--- src/design/controlPkg.sv ---
package controlPkg;

    typedef logic [5:0] fieldT;            // Opcode or funct field
    typedef logic [2:0] sizeSelT;          // Memory access size select

    localparam fieldT opRType = 6'h00;
    localparam fieldT opJ     = 6'h02;
    localparam fieldT opJal   = 6'h03;
    localparam fieldT opBeq   = 6'h04;
    localparam fieldT opBne   = 6'h05;
    localparam fieldT opAddi  = 6'h08;
    localparam fieldT opAddiu = 6'h09;
    localparam fieldT opSlti  = 6'h0a;
    localparam fieldT opLw    = 6'h23;
    localparam fieldT opSw    = 6'h2b;

    localparam fieldT functAdd = 6'h20;
    localparam fieldT functSub = 6'h22;
    localparam fieldT functAnd = 6'h24;
    localparam fieldT functOr  = 6'h25;
    localparam fieldT functSlt = 6'h2a;

    localparam sizeSelT sizeWord      = 3'b100;
    localparam sizeSelT sizeException = 3'b110;

    typedef enum logic [2:0] {
        clsAluReg, clsAluImm, clsBranch, clsLoad, clsStore, clsJump, clsJal, clsInvalid
    } instrClassT;

    // ALU operation codes as seen by the datapath ALU
    typedef enum logic [4:0] {
        aluPass     = 5'b00000,
        aluAddOvf   = 5'b00001,
        aluSub      = 5'b00010,
        aluAnd      = 5'b00011,
        aluCmp      = 5'b00111,
        aluOr       = 5'b01000,
        aluAddNoOvf = 5'b01011,
        aluNe       = 5'b01110,
        aluEq       = 5'b01111
    } aluOpT;

    typedef enum logic [1:0] {causeNone, causeInvalidOp, causeOverflow} faultCauseT;
    typedef enum logic [1:0] {phaseIdle, phaseSaveEpc, phaseVector} faultPhaseT;

    typedef enum logic [1:0] {destRt, destRd, destRa, destStack} regDestT;
    typedef enum logic [2:0] {
        m2rAlu        = 3'b000,
        m2rMemory     = 3'b001,
        m2rStackInit  = 3'b010,
        m2rReturnAddr = 3'b100
    } memToRegT;
    typedef enum logic [1:0] {srcAPc, srcARegA} aluSrcAT;
    typedef enum logic [2:0] {srcBRegB, srcBFour, srcBImmediate, srcBBranchOffset} aluSrcBT;
    typedef enum logic [2:0] {pcJumpTarget, pcAluResult, pcAluOut, pcVector} pcSourceT;
    typedef enum logic [2:0] {addrNormal, addrInvalidVec, addrOverflowVec} addrSelectT;

    typedef struct packed {
        logic       pcWrite;
        logic       pcWriteCond;
        logic       iorD;
        logic       memWrite;
        logic       irWrite;
        logic       epcWrite;
        logic       regWrite;
        regDestT    regDest;
        memToRegT   memToReg;
        aluSrcAT    aluSrcA;
        aluSrcBT    aluSrcB;
        pcSourceT   pcSource;
        addrSelectT addrSelect;
        aluOpT      aluOp;
        sizeSelT    sizeSel;
    } controlWordT;

    typedef struct packed {
        instrClassT instrClass;
        aluOpT      aluOp;
    } decodeT;

    typedef struct packed {
        logic decodeNow;      // Sequencer sits in decode
        logic overflowWatch;  // Execute cycle that may overflow
    } seqStatusT;

endpackage

--- src/design/controlSequencer.sv ---
`timescale 1ns/1ps

module controlSequencer import controlPkg::*;
#(
    parameter int FetchWait = 2
)
(
    input  logic        clk,
    input  logic        reset,
    input  decodeT      decoded,
    input  faultPhaseT  phase,
    input  faultCauseT  cause,
    output seqStatusT   seqStatus,
    output controlWordT control
);

    localparam int WaitWidth = $clog2(FetchWait + 2);
    localparam logic [WaitWidth-1:0] FetchCount = WaitWidth'(FetchWait - 1);
    localparam logic [WaitWidth-1:0] TwoCycles  = WaitWidth'(1);

    typedef enum logic [3:0] {
        stResetInit, stFetchWait, stFetchLoad, stDecode,
        stExecute, stWriteRd, stWriteRt,
        stBranchTarget, stBranchCompare, stBranchCommit,
        stMemAddr, stMemRead, stLoadWrite, stStoreWrite,
        stJump, stJal
    } stateT;

    stateT                state;
    logic [WaitWidth-1:0] waitCount;  // Remaining cycles of a multi-cycle state

    always_ff @(posedge clk)
    begin
        if (reset)
        begin
            state     <= stResetInit;
            waitCount <= TwoCycles;
        end
        else if (phase != phaseIdle)
        begin
            state     <= stFetchWait;  // Park here until the fault is done
            waitCount <= FetchCount;
        end
        else
        begin
            case (state)
                stResetInit, stFetchWait, stMemRead, stLoadWrite, stJal:
                begin
                    if (waitCount != '0)
                        waitCount <= waitCount - 1'b1;
                    else if (state == stResetInit || state == stLoadWrite || state == stJal)
                    begin
                        state     <= stFetchWait;
                        waitCount <= FetchCount;
                    end
                    else if (state == stFetchWait)
                        state <= stFetchLoad;
                    else
                    begin
                        state     <= stLoadWrite;
                        waitCount <= TwoCycles;
                    end
                end
                stFetchLoad: state <= stDecode;
                stDecode:
                begin
                    waitCount <= TwoCycles;
                    case (decoded.instrClass)
                        clsAluReg, clsAluImm: state <= stExecute;
                        clsBranch:            state <= stBranchTarget;
                        clsLoad, clsStore:    state <= stMemAddr;
                        clsJump:              state <= stJump;
                        clsJal:               state <= stJal;
                        default:
                        begin
                            state     <= stFetchWait;  // Monitor raises the fault
                            waitCount <= FetchCount;
                        end
                    endcase
                end
                stExecute: state <= (decoded.instrClass == clsAluReg) ? stWriteRd : stWriteRt;
                stBranchTarget:  state <= stBranchCompare;
                stBranchCompare: state <= stBranchCommit;
                stMemAddr:
                begin
                    state     <= (decoded.instrClass == clsLoad) ? stMemRead : stStoreWrite;
                    waitCount <= TwoCycles;
                end
                default:
                begin
                    state     <= stFetchWait;
                    waitCount <= FetchCount;
                end
            endcase
        end
    end

    assign seqStatus.decodeNow     = (state == stDecode);
    assign seqStatus.overflowWatch = (state == stExecute) || (state == stMemAddr);

    always_comb
    begin
        control.pcWrite     = 1'b0;
        control.pcWriteCond = 1'b0;
        control.iorD        = 1'b0;
        control.memWrite    = 1'b0;
        control.irWrite     = 1'b0;
        control.epcWrite    = 1'b0;
        control.regWrite    = 1'b0;
        control.regDest     = destRt;
        control.memToReg    = m2rAlu;
        control.aluSrcA     = srcAPc;
        control.aluSrcB     = srcBRegB;
        control.pcSource    = pcAluOut;
        control.addrSelect  = addrNormal;
        control.aluOp       = aluPass;
        control.sizeSel     = sizeWord;

        if (phase == phaseSaveEpc)
        begin
            control.epcWrite = 1'b1;
            control.aluSrcB  = srcBFour;  // PC minus 4 back to the faulting word
            control.aluOp    = aluSub;
            control.sizeSel  = sizeException;
            case (cause)
                causeInvalidOp: control.addrSelect = addrInvalidVec;
                causeOverflow:  control.addrSelect = addrOverflowVec;
                default:        control.addrSelect = addrNormal;
            endcase
        end
        else if (phase == phaseVector)
        begin
            control.pcWrite  = 1'b1;
            control.pcSource = pcVector;
            control.sizeSel  = sizeException;
        end
        else
        begin
            case (state)
                stResetInit:
                begin
                    control.regWrite = 1'b1;  // Stack pointer init
                    control.regDest  = destStack;
                    control.memToReg = m2rStackInit;
                end
                stFetchLoad:
                begin
                    control.irWrite = 1'b1;
                    control.aluSrcB = srcBFour;
                    control.aluOp   = aluAddOvf;
                end
                stDecode: control.pcWrite = 1'b1;
                stExecute:
                begin
                    control.aluSrcA = srcARegA;
                    control.aluSrcB = (decoded.instrClass == clsAluReg) ? srcBRegB : srcBImmediate;
                    control.aluOp   = decoded.aluOp;
                end
                stWriteRd, stWriteRt:
                begin
                    control.regWrite = 1'b1;
                    control.regDest  = (state == stWriteRd) ? destRd : destRt;
                end
                stBranchTarget:
                begin
                    control.aluSrcB = srcBBranchOffset;
                    control.aluOp   = aluAddOvf;
                end
                stBranchCompare:
                begin
                    control.pcWriteCond = 1'b1;
                    control.aluSrcA     = srcARegA;
                    control.aluOp       = decoded.aluOp;  // Equal or not equal
                end
                stBranchCommit: control.aluSrcA = srcARegA;
                stMemAddr, stStoreWrite:
                begin
                    control.aluSrcA  = srcARegA;
                    control.aluSrcB  = srcBImmediate;
                    control.aluOp    = aluAddOvf;
                    control.iorD     = (state == stStoreWrite);
                    control.memWrite = (state == stStoreWrite);
                end
                stMemRead: control.iorD = 1'b1;
                stLoadWrite:
                begin
                    control.iorD     = 1'b1;
                    control.regWrite = 1'b1;
                    control.memToReg = m2rMemory;
                end
                stJump, stJal:
                begin
                    control.pcWrite  = 1'b1;
                    control.pcSource = pcJumpTarget;
                    control.regWrite = (state == stJal);  // Link into ra
                    control.regDest  = (state == stJal) ? destRa : destRt;
                    control.memToReg = (state == stJal) ? m2rReturnAddr : m2rAlu;
                end
                default: control.aluOp = aluPass;
            endcase
        end
    end

endmodule

--- src/design/exceptionMonitor.sv ---
`timescale 1ns/1ps

module exceptionMonitor import controlPkg::*;
#(
    parameter int FaultHold  = 6,
    parameter int VectorHold = 2
)
(
    input  logic       clk,
    input  logic       reset,
    input  decodeT     decoded,
    input  seqStatusT  seqStatus,
    input  logic       overflowFlag,
    output faultPhaseT phase,
    output faultCauseT cause
);

    localparam int HoldMax    = (FaultHold > VectorHold) ? FaultHold : VectorHold;
    localparam int CountWidth = $clog2(HoldMax + 1);

    logic                  overflowHit;
    logic                  invalidHit;
    logic [CountWidth-1:0] holdCount;

    assign overflowHit = seqStatus.overflowWatch && overflowFlag;
    assign invalidHit  = seqStatus.decodeNow && (decoded.instrClass == clsInvalid);

    always_ff @(posedge clk)
    begin
        if (reset)
        begin
            phase     <= phaseIdle;
            cause     <= causeNone;
            holdCount <= '0;
        end
        else
        begin
            case (phase)
                phaseIdle:
                begin
                    if (overflowHit || invalidHit)
                    begin
                        phase     <= phaseSaveEpc;
                        cause     <= overflowHit ? causeOverflow : causeInvalidOp;  // Overflow first
                        holdCount <= CountWidth'(FaultHold - 1);
                    end
                end
                phaseSaveEpc:
                begin
                    if (holdCount == '0)
                    begin
                        phase     <= phaseVector;
                        holdCount <= CountWidth'(VectorHold - 1);
                    end
                    else
                        holdCount <= holdCount - 1'b1;
                end
                phaseVector:
                begin
                    if (holdCount == '0)
                    begin
                        phase <= phaseIdle;
                        cause <= causeNone;  // Cleared with the return to idle
                    end
                    else
                        holdCount <= holdCount - 1'b1;
                end
                default: phase <= phaseIdle;
            endcase
        end
    end

endmodule

--- src/design/instrDecoder.sv ---
`timescale 1ns/1ps

module instrDecoder import controlPkg::*;
(
    input  fieldT  opcode,
    input  fieldT  funct,
    output decodeT decoded
);

    always_comb
    begin
        decoded.instrClass = clsInvalid;  // Anything unlisted traps
        decoded.aluOp      = aluPass;

        case (opcode)
            opRType:
            begin
                decoded.instrClass = clsAluReg;
                case (funct)
                    functAdd: decoded.aluOp = aluAddOvf;
                    functSub: decoded.aluOp = aluSub;
                    functAnd: decoded.aluOp = aluAnd;
                    functOr:  decoded.aluOp = aluOr;
                    functSlt: decoded.aluOp = aluCmp;
                    default:
                    begin
                        decoded.instrClass = clsInvalid;  // Shifts, mult, div are gone
                        decoded.aluOp      = aluPass;
                    end
                endcase
            end
            opAddi:
            begin
                decoded.instrClass = clsAluImm;
                decoded.aluOp      = aluAddOvf;
            end
            opAddiu:
            begin
                decoded.instrClass = clsAluImm;
                decoded.aluOp      = aluAddNoOvf;  // Never raises overflow
            end
            opSlti:
            begin
                decoded.instrClass = clsAluImm;
                decoded.aluOp      = aluCmp;
            end
            opBeq:
            begin
                decoded.instrClass = clsBranch;
                decoded.aluOp      = aluEq;
            end
            opBne:
            begin
                decoded.instrClass = clsBranch;
                decoded.aluOp      = aluNe;
            end
            opLw:
            begin
                decoded.instrClass = clsLoad;
                decoded.aluOp      = aluAddOvf;  // Address calculation
            end
            opSw:
            begin
                decoded.instrClass = clsStore;
                decoded.aluOp      = aluAddOvf;
            end
            opJ:   decoded.instrClass = clsJump;
            opJal: decoded.instrClass = clsJal;
            default: decoded.instrClass = clsInvalid;
        endcase
    end

endmodule

--- src/design/mipsControl.sv ---
`timescale 1ns/1ps

module mipsControl import controlPkg::*;
#(
    parameter int FetchWait  = 2,
    parameter int FaultHold  = 6,
    parameter int VectorHold = 2
)
(
    input  logic        clk,
    input  logic        reset,
    input  fieldT       opcode,
    input  fieldT       funct,
    input  logic        overflowFlag,
    output controlWordT control,
    output faultCauseT  cause
);

    decodeT     decoded;
    seqStatusT  seqStatus;
    faultPhaseT phase;

    instrDecoder i_instrDecoder (
        .opcode  (opcode),
        .funct   (funct),
        .decoded (decoded)
    );

    exceptionMonitor #(
        .FaultHold  (FaultHold),
        .VectorHold (VectorHold)
    ) i_exceptionMonitor (
        .clk          (clk),
        .reset        (reset),
        .decoded      (decoded),
        .seqStatus    (seqStatus),
        .overflowFlag (overflowFlag),
        .phase        (phase),
        .cause        (cause)
    );

    controlSequencer #(
        .FetchWait (FetchWait)
    ) i_controlSequencer (
        .clk       (clk),
        .reset     (reset),
        .decoded   (decoded),
        .phase     (phase),
        .cause     (cause),
        .seqStatus (seqStatus),
        .control   (control)
    );

endmodule

--- config.mk ---
export PLATFORM = sky130hd
export DESIGN_NAME = mipsControl
export DESIGN_NICKNAME = d
export VERILOG_FILES = /design/src/design/controlPkg.sv /design/src/design/controlSequencer.sv /design/src/design/exceptionMonitor.sv /design/src/design/instrDecoder.sv /design/src/design/mipsControl.sv
export SDC_FILE = /design/constraint.sdc
export NUM_CORES = 1
export LEC_CHECK = 0
export ABC_AREA = 0
export ABC_CLOCK_PERIOD_IN_PS = 1850
export BUFFER_PORTS_ARGS = -buffer_cell sky130_fd_sc_hd__buf_2
export CAP_MARGIN = 0
export CORE_ASPECT_RATIO = 0.5
export CORE_UTILIZATION = 49
export DETAILED_ROUTE_END_ITERATION = 10
export GPL_ROUTABILITY_DRIVEN = 0
export GPL_TIMING_DRIVEN = 1
export PLACE_DENSITY = 0.77
export SETUP_SLACK_MARGIN = 0.3
export SLEW_MARGIN = 15
export SYNTH_ARGS = -nofsm -noshare
export SYNTH_HDL_FRONTEND = slang
export SYNTH_SLANG_ARGS = --single-unit
export TNS_END_PERCENT = 1
--- constraint.sdc ---
create_clock -name clk -period 1.85 [get_ports clk]
set_input_delay 0.0925 -clock clk [delete_from_list [all_inputs] [get_ports clk]]
set_output_delay 0.0925 -clock clk [all_outputs]
set_load 0.01 [all_outputs]
# [Word level (Yosys, flattened, before mapping)]
# Cells that the tools add are included.
# W data, S select, Z words.
[totals] output_inout_bits=33 regBits=13
[classes] n_mux=57 n_bitwise=1 n_reduce_logical=37 n_eq_ne=47 n_addsub=2
[ops] op="$eq A6 B6 Y1 const B" count=7
[ops] op="$pmux W4 S5" count=2
[ops] op="$eq A4 B4 Y1 const B" count=8
[ops] op="$mux W2" count=14
[ops] op="$pmux W4 S7" count=1
[ops] op="$mux W3" count=9
[ops] op="$pmux W4 S6" count=1
[ops] op="$pmux W3 S7" count=1
[ops] op="$eq A6 B4 Y1 const B" count=3
[ops] op="$pmux W3 S3" count=2
[ops] op="$reduce_or A2 Y1" count=9
[ops] op="$eq A4 B3 Y1 const B" count=4
[ops] op="$mux W4" count=4
[ops] op="$mux W8" count=2
[ops] op="$reduce_or A5 Y1" count=3
[ops] op="$eq A3 B3 Y1 const B" count=4
[ops] op="$eq A6 B2 Y1 const B" count=2
[ops] op="$eq A6 B3 Y1 const B" count=2
[ops] op="$pmux W2 S2" count=3
[ops] op="$pmux W2 S3" count=2
[ops] op="$pmux W3 S4" count=1
[ops] op="$reduce_or A4 Y1" count=3
[ops] op="$mux W11" count=1
[ops] op="$mux W5" count=2
[ops] op="27 further kinds" count=54

# [Longest topological paths before layout]
# Gate-level depths: netlist of the first run.
[logic_depth] depth_word=9 mapped_depth=8 mapped_depth_nobuf=7

# [Cells and area by module]
# A second synthesis of the first run with hierarchy kept.
[unflattened] hier_cells=282 area_unflattened_um2=2011.9
[by_module_without_submodules] mod="controlSequencer" area_per_inst_um2=1082.3 instances=1 cells_each=166
[by_module_without_submodules] mod="exceptionMonitor" area_per_inst_um2=520.5 instances=1 cells_each=55
[by_module_without_submodules] mod="instrDecoder" area_per_inst_um2=409.1 instances=1 cells_each=61

# [Worst setup path after synthesis of the first run]
# Ideal clock, no wire load.
[synth_timing] path_kind="register to output" start="reg i_exceptionMonitor.phase[1]" end="out control[5] in the netlist's numbering" t_required_ns=1.757 slack_ns=-0.086 path_stages_with_launch=8 t_arrival_ns=1.844 path_cell_list="dfxtp_1 inv_1 ha_1 clkbuf_1 or2_2 clkbuf_1 or2_2 a21oi_1"
[synth_lines] element="start: declaration" line="exceptionMonitor.sv:14" text="output faultPhaseT phase,"
[synth_lines] element="start signal: assignment" line="exceptionMonitor.sv:32" text="phase <= phaseIdle;"
[synth_lines] element="start signal: assignment" line="exceptionMonitor.sv:43" text="phase <= phaseSaveEpc;"
[synth_lines] element="start signal: assignment" line="exceptionMonitor.sv:52" text="phase <= phaseVector;"
[synth_lines] element="end: declaration" line="mipsControl.sv:15" text="output controlWordT control,"

# [Worst setup path in the final report of the first run]
[layout_timing] start="reg i_controlSequencer.state[1]" end="reg i_controlSequencer.state[0]"
[layout_via] elab_chain_len=7
[layout_rtl] element="start: declaration" line="controlSequencer.sv:29" text="stateT state;"
[layout_rtl] element="start signal: assignment" line="controlSequencer.sv:36" text="state <= stResetInit;"
[layout_rtl] element="start signal: assignment" line="controlSequencer.sv:41" text="state <= stFetchWait;"
[layout_rtl] element="start signal: assignment" line="controlSequencer.sv:53" text="state <= stFetchWait;"
[layout_rtl] element="$eq A4 B4 Y1 / $logic_not A4 Y1 (equally long branches)" line="controlSequencer.sv:46, controlSequencer.sv:51"
[layout_rtl] element="$logic_or A1 B1 Y1 (2 in series)" line="controlSequencer.sv:51" text="else if (state == stResetInit || state == stLoadWrite || state == stJal)"
[layout_rtl] element="$mux W4" line="controlSequencer.sv:51"
[layout_rtl] element="$mux W4" line="controlSequencer.sv:49" text="if (waitCount != '0)"
[layout_rtl] element="$pmux W4 S7" line="controlSequencer.sv:46" text="case (state)"
[layout_rtl] element="$mux W1" line="controlSequencer.sv:39" text="else if (phase != phaseIdle)"
# Parallel ways exist; a longest one is shown, timed or not. The select of a mux whose other input is x is not followed.
# A chain may end at the register's enable or synchronous reset.

==> results of run 1 <==
[power breakdown]
| part | leakage, nW | switching (W) | internal [W] |
|---|---|---|---|
| registers | 0.109 | 0.0000768 | 0.000352 |
| logic | 0.939 | 0.00105 | 0.000822 |
| clock network | 0.0228 | 0.000108 | 0.000152 |
| total | 1.07 | 0.00123 | 0.00133 |
[stage by stage]
step | std cells | hold WS [ns] | TNS [ns]
finish | 377 | 0.118 | 0
global route | 377 | 0.117 | -0.297
CTS | 370 | 0.102 | 0
detailed placement | 364 | 0.365 | 0
global placement | 364 | 0.367 | 0
floorplan | 279 | 0.159 | 0
[flip-flops by register name, summed over array words and instances, names as in the netlist]
register / flops
i_exceptionMonitor.holdCount: 3
i_controlSequencer.state: 4
i_exceptionMonitor.phase: 2
i_exceptionMonitor.cause: 2
i_controlSequencer.waitCount: 2
[cells in the mapped netlist, drive strengths merged (3+ instances only)]
library cell and number:
nor2b 6, o31a 3, o22ai 3, a31oi 4
a21o 4, nand2 22, or3 3, ha 7
buf 15, xor2 3, inv 12, nand3 6
dfxtp 13, nor2 32, nor4 3, a211oi 3
o211ai 4, and3 5, nand2b 14, a211o 4
nor3 5, mux2i 5, clkbuf 13, nand4 3
nor3b 4, o21ai 19, o21a 3, or2 7
a21oi 17
[cell families after synthesis]
logic type	Yosys count
AND/OR/NAND/NOR	118
AO/OA/AOI/OAI	85
buffers and inverters	40
flip-flops	13
adder cells (fa/ha/maj)	7
multiplexers	5
XOR/XNOR	4
other	2
[worst max-delay path by stage]
stage | startpoint | depth (start not counted) | to | slack (ns)
after floorplan | i_controlSequencer.state[3]$_SDFFE_PP0P_ | 8 | i_exceptionMonitor.holdCount[0]$_SDFFE_PP0P_ | 0.07
after global placement | i_controlSequencer.state[1]$_SDFFE_PP0P_ | 7 | control[6] | 0.05
after detailed placement | i_controlSequencer.state[1]$_SDFFE_PP0P_ | 7 | control[6] | 0.02
after CTS | i_controlSequencer.state[1]$_SDFFE_PP0P_ | 7 | control[6] | 0.02
after global routing | i_exceptionMonitor.phase[0]$_SDFFE_PP0P_ | 5 | control[26] | -0.13
final | i_controlSequencer.state[1]$_SDFFE_PP0P_ | 7 | i_controlSequencer.state[0]$_SDFFE_PP0P_ | 0.03
[cell usage in the layout (no fill, tap or decap), drive strengths merged, types with 6 or more instances in the layout]
| cell | netlist | final |
|---|---|---|
| nor2 | 32 | 32 |
| buf | 15 | 69 |
| nor2b | 6 | 6 |
| nand2b | 14 | 14 |
| nand2 | 22 | 22 |
| o21ai | 19 | 19 |
| nand3 | 6 | 6 |
| dfxtp | 13 | 13 |
| or2 | 7 | 8 |
| a21oi | 17 | 17 |
| ha | 7 | 7 |
| conb | 2 | 7 |
| inv | 12 | 11 |
[cell type report]
| class | instances | area (um^2) | area share |
|---|---|---|---|
| repair buffers | 70 | 483 | 0.197 |
| multi-input cells | 227 | 1530 | 0.625 |
| well taps | 51 | 63.8 | 0.0261 |
| flip-flops and latches | 13 | 274 | 0.112 |
| inverters | 12 | 51.3 | 0.0210 |
| clock buffers | 4 | 45.0 | 0.0184 |
[per-layer routing]
layer,vias up,global-route usage,wire length (um)
met4,0,0.102,131
met3,18,0.0344,521
met1,1054,0.367,2610
met5,-,0,0
li1,1087,-,-
met2,139,0.452,2800
[repair_timing]
item                                    in CTS  in global routing
endpoints found under the setup margin      29                 33
hold endpoints to repair                     0                  0
gates cloned                                 0                  2
resized for setup                           13                 32
hold buffers                                 0                  0
buffers inserted                             2                  5
pin swaps                                    3                  8
==> impl_metrics.toml, run 1 <==
[finish]
fin_util = 0.694
stdcell_area_mm2 = 0.00245
finalNetCount = 349
n_antenna_cell = 0
drive_above_1_share = 0.340
area_growth_syn_to_layout_pct = 31.9
n_fill_cell = 287

[logic_synthesis]
ys_async_sr_fraction = 0
synth_compound_area_frac = 0.320
ys_top_cells_by_area = "dfxtp_1, nor2_1, o21ai_0"
synth-adder-area-share = 0.0472
synthMuxAreaShare = 0.0270
synth_xor_xnor_area_share = 0.0189
synth_area_leader_cell = "dfxtp_1"
yosys.area_share.simple = 0.333
synthCells = 274
synth-warning-count = 0
synth_edf_count = 0
synth_area_mm2 = 0.00186
ys_types = 58
synth_top_area_share = 0.140
yosys_register_bits = 13
synth_ff_type = "dfxtp_1"
seq_area_frac_synth = 0.140
syn_area_per_cell_um2 = 6.77
synth_top_family_by_area = "simple AND/OR/NAND/NOR gates"

[global_routing]
grt_pass1_vias = 1819
grt_max_degree = 25
grt_pass1_wl_um = 8460
grtUsageTotal = 0.272
antenna_found_initial = 0
overflow = 0

[hold_path]
hp-class = "input pin to flip-flop"
min_from = "reset"
holdPathStages = 2
hold_end = "i_exceptionMonitor.holdCount[0]$_SDFFE_PP0P_"

[sta]
rsz0062_at_grt = "yes"
fmax_ghz = 0.549
fin_worst_skew_ns = 0.000767
finalCritPeriodShare = 0.985
hold_violations = 0
setup_viol = 0
layout_setup_ws_ns = 0.0277
slew_viol_final = 0
fin_crit_ns = 1.82

[routing]
drt-initial-drc-count = 286
drtAntennaViolNets = 0
vias = 2298
finalWirelength_um = 6060
vias_per_cell = 6.10
first_pass_iters = 5
wl_per_cell_um = 16.1
drc_errors = 0

[floorplan]
core_area_mm2 = 0.00353
ios = 48
initial_core_util = 0.526
die_area_mm2 = 0.00405
fp.dieH_um = 45.5
num_rows = 15
die_w_um = 89.0

[power_and_ir_drop]
total_power_w = 0.00256
powerDensity_mw_per_mm2 = 1050
max-vdd-ir-drop_uv = 647
p_leak_nw = 1.07

[clocking]
clk_pin_slew_ns = 0.06
cts_root_buf = "clkbuf_8"
cts_buffers = 3
cts_buffer_depth = 2
cts_tree = "done"
cts.sinks = 13
clkLatencyLatePin_ns = 0.25
htreeDepth = 1

[setup_path]
path_common_cell = "buf_4"
cp_data_arrival_time_ns = 1.97
reg2reg_from = "i_controlSequencer.state[1]$_SDFFE_PP0P_"
crit_family = "compound AO/OA/AOI/OAI gates"
slowest_stage = "dfxtp_4"
critPathCaptureType = "flip-flop"
worst-path-buf-inv = 2
crit_path_start_kind = "flip-flop"
cp_data_required_time_ns = 1.99
r2r_end = "i_controlSequencer.state[0]$_SDFFE_PP0P_"
criticalPathCategory = "flip-flop to flip-flop"
reg2reg_slack_ns = 0.03
critPathMaxFanout = 6
critical_path.max_stage_delay_ns = 0.36
ff2ff_path_depth = 7
cp_cell_sequence = "buf_4 > nand2b_4 > or2_1 > buf_4 > o31a_1 > o311a_1 > a311oi_1"

[placement]
place.detailed.hpwl_um = 4050
place_area_mm2 = 0.00217
detailedPlace.worstSlack_ns = 0.0216
io_buffers = 40

[run_status]
status = "completed"

[job]
maxCapViolCount = 0
No activity file was read; power rests on OpenSTA's default activity.
==> run 2: changes to the inputs <==
--- a/config.mk
+++ b/config.mk
@@ -15,6 +15,7 @@
 export GPL_ROUTABILITY_DRIVEN = 0
 export GPL_TIMING_DRIVEN = 1
 export PLACE_DENSITY = 0.77
+export REMOVE_ABC_BUFFERS = 1
 export SETUP_SLACK_MARGIN = 0.3
 export SLEW_MARGIN = 15
 export SYNTH_ARGS = -nofsm -noshare
==> run 2 against run 1 <==
Effect of this change: register-to-register slack improved by 0.11 ns; clock skew barely moved; clock power barely moved; final cell count fell by 2.1%; the flow now finishes with violations (negative setup slack).
==> impl_metrics.toml, run 2 (same netlist as run 1, synthesis figures left out) <==
[floorplan]
fp.dieH_um = 45.5
initial_core_util = 0.526
die_w_um = 89.0
ios = 48
core_area_mm2 = 0.00353
die_area_mm2 = 0.00405
num_rows = 15

[clocking]
cts.sinks = 13
cts_root_buf = "clkbuf_8"
cts_buffer_depth = 2
clkLatencyLatePin_ns = 0.25
cts_tree = "done"
cts_buffers = 3
htreeDepth = 1
clk_pin_slew_ns = 0.06

[placement]
io_buffers = 40
detailedPlace.worstSlack_ns = 0.00000910
place.detailed.hpwl_um = 4170

[hold_path]
hp-class = "input pin to flip-flop"

[routing]
drc_errors = 0
first_pass_iters = 5
drtAntennaViolNets = 0
finalWirelength_um = 5770
wl_per_cell_um = 15.6
vias = 2280
drt-initial-drc-count = 266
vias_per_cell = 6.18

[job]
maxCapViolCount = 0

[setup_path]
slowest_stage = "dfxtp_2"
critical_path.max_stage_delay_ns = 0.35
critPathMaxFanout = 18
criticalPathCategory = "flip-flop to primary output"
cp_data_arrival_time_ns = 1.78
critPathCaptureType = "primary output"
crit_path_start_kind = "flip-flop"
cp_data_required_time_ns = 1.76
cp_cell_sequence = "buf_12 > or2_4 > nor2_4 > o2111ai_2 > buf_4 > nor2_1 > a21o_1 > buf_2"

[sta]
layout_setup_ws_ns = -0.0259
fmax_ghz = 0.533
setup_viol = 1
finalCritPeriodShare = 1.01
fin_worst_skew_ns = 0.00118
fin_crit_ns = 1.88
slew_viol_final = 0
rsz0062_at_grt = "yes"
hold_violations = 0

[power_and_ir_drop]
intPower_w = 0.00132
switchingPower_w = 0.00123
powerDensity_mw_per_mm2 = 1070
max-vdd-ir-drop_uv = 823
comb_power_share = 0.727
p_leak_nw = 1.04
pwr-share-clk = 0.102
total_power_w = 0.00255
switching_share = 0.481
seqPwrFrac = 0.172

[global_routing]
grtUsageTotal = 0.285
antenna_found_initial = 0
grt_pass1_wl_um = 8720
grt_max_degree = 30
grt_pass1_vias = 1889
overflow = 0

[finish]
n_antenna_cell = 0
largest_reg_flops = 4
layout_commonest_cell = "buf_2"
layout_common_cells = "buf_2, nor2_1, nand2_1, buf_4"
reg.largest.list = "i_controlSequencer.state x4, i_exceptionMonitor.holdCount x3"
finalNetCount = 341
fin_util = 0.676
top_register = "i_controlSequencer.state"
drive_above_1_share = 0.343
area_growth_syn_to_layout_pct = 28.5

[run_status]
status = "finished, violations left"
violations = "negative setup slack"
==> run 2: final timing paths <==
path | end | slack, ns | cells after the start | start
max reg2reg | i_exceptionMonitor.holdCount[0]$_SDFFE_PP0P_ | 0.14 | 6 | i_controlSequencer.state[3]$_SDFFE_PP0P_
max | control[4] | -0.03 | 8 | i_controlSequencer.state[1]$_SDFFE_PP0P_
min reg2reg | i_exceptionMonitor.holdCount[1]$_SDFFE_PP0P_ | 0.47 | 2 | i_exceptionMonitor.holdCount[1]$_SDFFE_PP0P_
min | i_exceptionMonitor.holdCount[0]$_SDFFE_PP0P_ | 0.12 | 2 | reset
==> run 2: routing by layer <==
layer	up-vias	track usage	share of wire
li1	1070	-	-
met1	1046	0.376	0.44
met5	-	0	0
met3	24	0.0344	0.073
met4	0	0.0984	0.028
met2	140	0.491	0.46
==> run 2: metrics by stage <==
stage / setup TNS [ns] / cells / hold slack, ns / instance area [um^2]
floorplan: -1.76 / 251 / 0.159 / 1720
global placement: 0 / 365 / 0.366 / 2170
detailed placement: 0 / 365 / 0.378 / 2170
CTS: 0 / 369 / 0.115 / 2290
global route: -0.194 / 369 / 0.119 / 2380
finish: -0.0259 / 369 / 0.119 / 2380
==> run 2: power by group through the flow <==
stage | registers [W] | clock network (W) | logic [W]
floorplan | 0.000494 | 0 | 0.000938
global placement | 0.000416 | 0 | 0.00158
detailed placement | 0.000421 | 0 | 0.00161
CTS | 0.000427 | 0.000267 | 0.00169
global route | 0.000443 | 0.000275 | 0.00199
finish | 0.000439 | 0.000259 | 0.00186
==> run 2: what timing repair did <==
action,4_1_cts,5_1_grt
cloned,0,0
endpoints found under the setup margin,30,32
hold buffers,0,0
pin swaps,1,18
buffers inserted,0,0
resized for setup,20,38
==> run 2: area by class of cell <==
type,count,area (um^2)
Tap cell,51,63.8
Sequential cell,13,275
Clock buffer,4,45.0
Timing Repair Buffer,63,418
Inverter,12,50.0
Multi-Input combinational cell,226,1530
Fill cell,284,1140
==> run 2: worst max-delay path, delay by kind of cell, from the launching register on <==
family / cells / cell delay, ns
buffers and inverters: 3 / 0.46
flip-flops: 1 / 0.35
AND/OR/NAND/NOR: 3 / 0.45
AO/OA/AOI/OAI: 2 / 0.27
==> run 3: changes to the inputs <==
--- a/config.mk
+++ b/config.mk
@@ -10,7 +10,7 @@
 export BUFFER_PORTS_ARGS = -buffer_cell sky130_fd_sc_hd__buf_2
 export CAP_MARGIN = 0
 export CORE_ASPECT_RATIO = 0.5
-export CORE_UTILIZATION = 49
+export CORE_UTILIZATION = 50
 export DETAILED_ROUTE_END_ITERATION = 10
 export GPL_ROUTABILITY_DRIVEN = 0
 export GPL_TIMING_DRIVEN = 1
@@ -20,5 +20,6 @@
 export SLEW_MARGIN = 15
 export SYNTH_ARGS = -nofsm -noshare
 export SYNTH_HDL_FRONTEND = slang
+export SYNTH_HIERARCHICAL = 1
 export SYNTH_SLANG_ARGS = --single-unit
 export TNS_END_PERCENT = 1
==> run 3 against run 2 <==
Effect of this change: the run still ends with negative setup slack left; synthesized area is 8.4% higher; first-iteration DRC count decreased by 1.9%; via count rose by 13%; power decreased by 6.4%; hold slack gained 0.033 ns; non-clock buffer count grew 38; sequential power is 12% lower; critical path depth grew 4; worst setup slack worse by 0.077 ns; global-route usage increased by 0.093 points; routed wire length increased by 23%; combinational power down 6%; largest cell class unchanged.
==> impl_metrics.toml, run 3 <==
[run_status]
status = "finished, violations left"
violations = "negative setup slack"

[setup_path]
cp_data_arrival_time_ns = 1.86
critPathMaxFanout = 5
path_common_cell = "buf_4"
slowest_stage = "or3_4"
ff2ff_path_depth = 5
cp_data_required_time_ns = 1.76
cp_cell_sequence = "buf_4 > nor2_4 > nand3_2 > buf_4 > buf_4 > or3_4 > o22ai_2 > nand2_1 > o32ai_2 > a22oi_1 > nor2_1 > buf_2"
crit_family = "simple AND/OR/NAND/NOR gates"
critical_path.max_stage_delay_ns = 0.38
criticalPathCategory = "input pin to primary output"
reg2reg_from = "i_controlSequencer/state[1]$_SDFFE_PP0P_"
reg2reg_slack_ns = -0.01
critPathCaptureType = "primary output"
r2r_end = "i_controlSequencer/state[0]$_SDFFE_PP0P_"
crit_path_start_kind = "input pin"
worst-path-buf-inv = 4

[power_and_ir_drop]
max-vdd-ir-drop_uv = 577
powerDensity_mw_per_mm2 = 802
p_leak_nw = 1.27
total_power_w = 0.00239

[placement]
detailedPlace.worstSlack_ns = -0.301
place.detailed.hpwl_um = 4460
io_buffers = 40

[floorplan]
fp.dieH_um = 46.9
die_area_mm2 = 0.00430
die_w_um = 91.7
num_rows = 15
core_area_mm2 = 0.00364
initial_core_util = 0.553
ios = 48

[hold_path]
hold_end = "i_exceptionMonitor/phase[1]$_SDFFE_PP0P_"
holdPathStages = 2
min_from = "reset"
hp-class = "input pin to flip-flop"

[finish]
n_antenna_cell = 0
layout_common_cells = "buf_4, buf_2, nor2_1, nand2_1, a21oi_1"
largest_reg_flops = 4
layout_commonest_cell = "buf_4"
area_growth_syn_to_layout_pct = 48.1
top_register = "i_controlSequencer/state"
finalNetCount = 389
drive_above_1_share = 0.446
n_fill_cell = 217
reg.largest.list = "i_controlSequencer/state x4, i_exceptionMonitor/holdCount x3"
fin_util = 0.818

[sta]
rsz0062_at_grt = "yes"
setup_viol = 4
fmax_ghz = 0.512
holdWs_ns = 0.153
slew_viol_final = 0
hold_violations = 0
layout_setup_ws_ns = -0.103
fin_crit_ns = 1.95
fin_worst_skew_ns = 0.00256
finalCritPeriodShare = 1.06

[logic_synthesis]
seq_area_frac_synth = 0.129
synth_area_leader_cell = "dfxtp_1"
synth_top_area_share = 0.129
ys_top_cells_by_count = "nor2_1, nand2_1, a21oi_1, inv_1, dfxtp_1"
yosys_register_bits = 13
synthCells = 282
syn_area_per_cell_um2 = 7.13
synth_area_mm2 = 0.00201
ys_top_cells_by_area = "dfxtp_1, ha_1, nor2_1"
ys_types = 76
synth-warning-count = 6
synth_edf_count = 0
synth_ff_type = "dfxtp_1"
ys_async_sr_fraction = 0
yosysMostFrequentCell = "nor2_1"

[global_routing]
overflow = 0
grtUsageTotal = 0.286
grt_pass1_wl_um = 9720
antenna_found_initial = 0
grt_max_degree = 22
grt_pass1_vias = 2110

[job]
maxCapViolCount = 0

[routing]
vias = 2576
vias_per_cell = 6.22
dr_wl_met3_um = 640
wl_per_cell_um = 17.2
finalWirelength_um = 7120
first_pass_iters = 7
drc_errors = 0
wl_met1_um = 2820
dr_wl_met2_um = 3390
drtAntennaViolNets = 0
top_layer_used = "met4"
drt-initial-drc-count = 261

[clocking]
cts.sinks = 13
hold_buffers = 0
cts_tree = "done"
htreeDepth = 1
cts_root_buf = "clkbuf_8"
clk_pin_slew_ns = 0.05
cts_buffers = 3
clkLatencyLatePin_ns = 0.24
cts_buffer_depth = 2
## run 3: changes by cell type in the layout (fill, tap and decap cells not counted), moves of 4 or more
cell and change:
inv_1 +7, a211o_1 -4, buf_4 +35, o21ai_1 +4, ha_1 +4, o21ai_0 -6, buf_2 -6, o31ai_1 +5
a21oi_1 +5, buf_6 +8
## run 3: cell type report
cell class                 count  area (um^2)  area share
multi-input combinational    227         1770       0.593
timing repair buffer         101          761       0.255
sequential                    13          272      0.0911
inverter                      18         70.1      0.0235
tap                           51         63.8      0.0214
clock buffer                   4         45.0      0.0151
## run 3: where the power goes
part	internal (W)	switching, W
registers	0.000333	0.0000549
logic	0.000759	0.000989
clock network	0.000152	0.000101
total	0.00124	0.00114
## run 3: routing by layer
metal,track usage,vias up
met5,0,-
met1,0.351,1209
li1,-,1165
met2,0.558,170
met4,0.0594,0
met3,0.0437,32
## run 3: per-stage QoR
| step | setup TNS (ns) | cells | area [um^2] |
|---|---|---|---|
| global placement | -1.78 | 394 | 2450 |
| CTS | 0 | 410 | 2740 |
| detailed placement | -2.25 | 394 | 2450 |
| global route | -0.980 | 414 | 2980 |
| floorplan | -2.61 | 258 | 1850 |
| finish | -0.234 | 414 | 2980 |
## run 3: logic make-up after synthesis
| kind of cell | after synthesis | share of synthesized area |
|---|---|---|
| AO/OA/AOI/OAI | 85 | 0.305 |
| adder cells (fa/ha/maj) | 11 | 0.0672 |
| AND/OR/NAND/NOR | 116 | 0.329 |
| XOR/XNOR | 3 | 0.0168 |
| other | 3 | 0.00560 |
| multiplexers | 5 | 0.0255 |
| flip-flops | 13 | 0.129 |
| buffers and inverters | 46 | 0.121 |
## run 3: repair_timing
| action | CTS | global route |
|---|---|---|
| pin swaps | 13 | 25 |
| setup endpoints to repair | 32 | 32 |
| buffers inserted | 12 | 4 |
| gates resized for setup | 44 | 50 |
| cloned | 0 | 0 |
## run 3: worst max-delay path by stage
stage | start | to | depth (start not counted)
final | opcode[0] | control[3] | 12
after global routing | opcode[4] | control[15] | 12
after CTS | funct[1] | i_controlSequencer/state[1]$_SDFFE_PP0P_ | 12
after detailed placement | funct[1] | i_controlSequencer/state[1]$_SDFFE_PP0P_ | 11
after global placement | opcode[2] | control[15] | 11
after floorplan | i_controlSequencer/state[2]$_SDFFE_PP0P_ | i_exceptionMonitor/holdCount[2]$_SDFFE_PP0P_ | 6
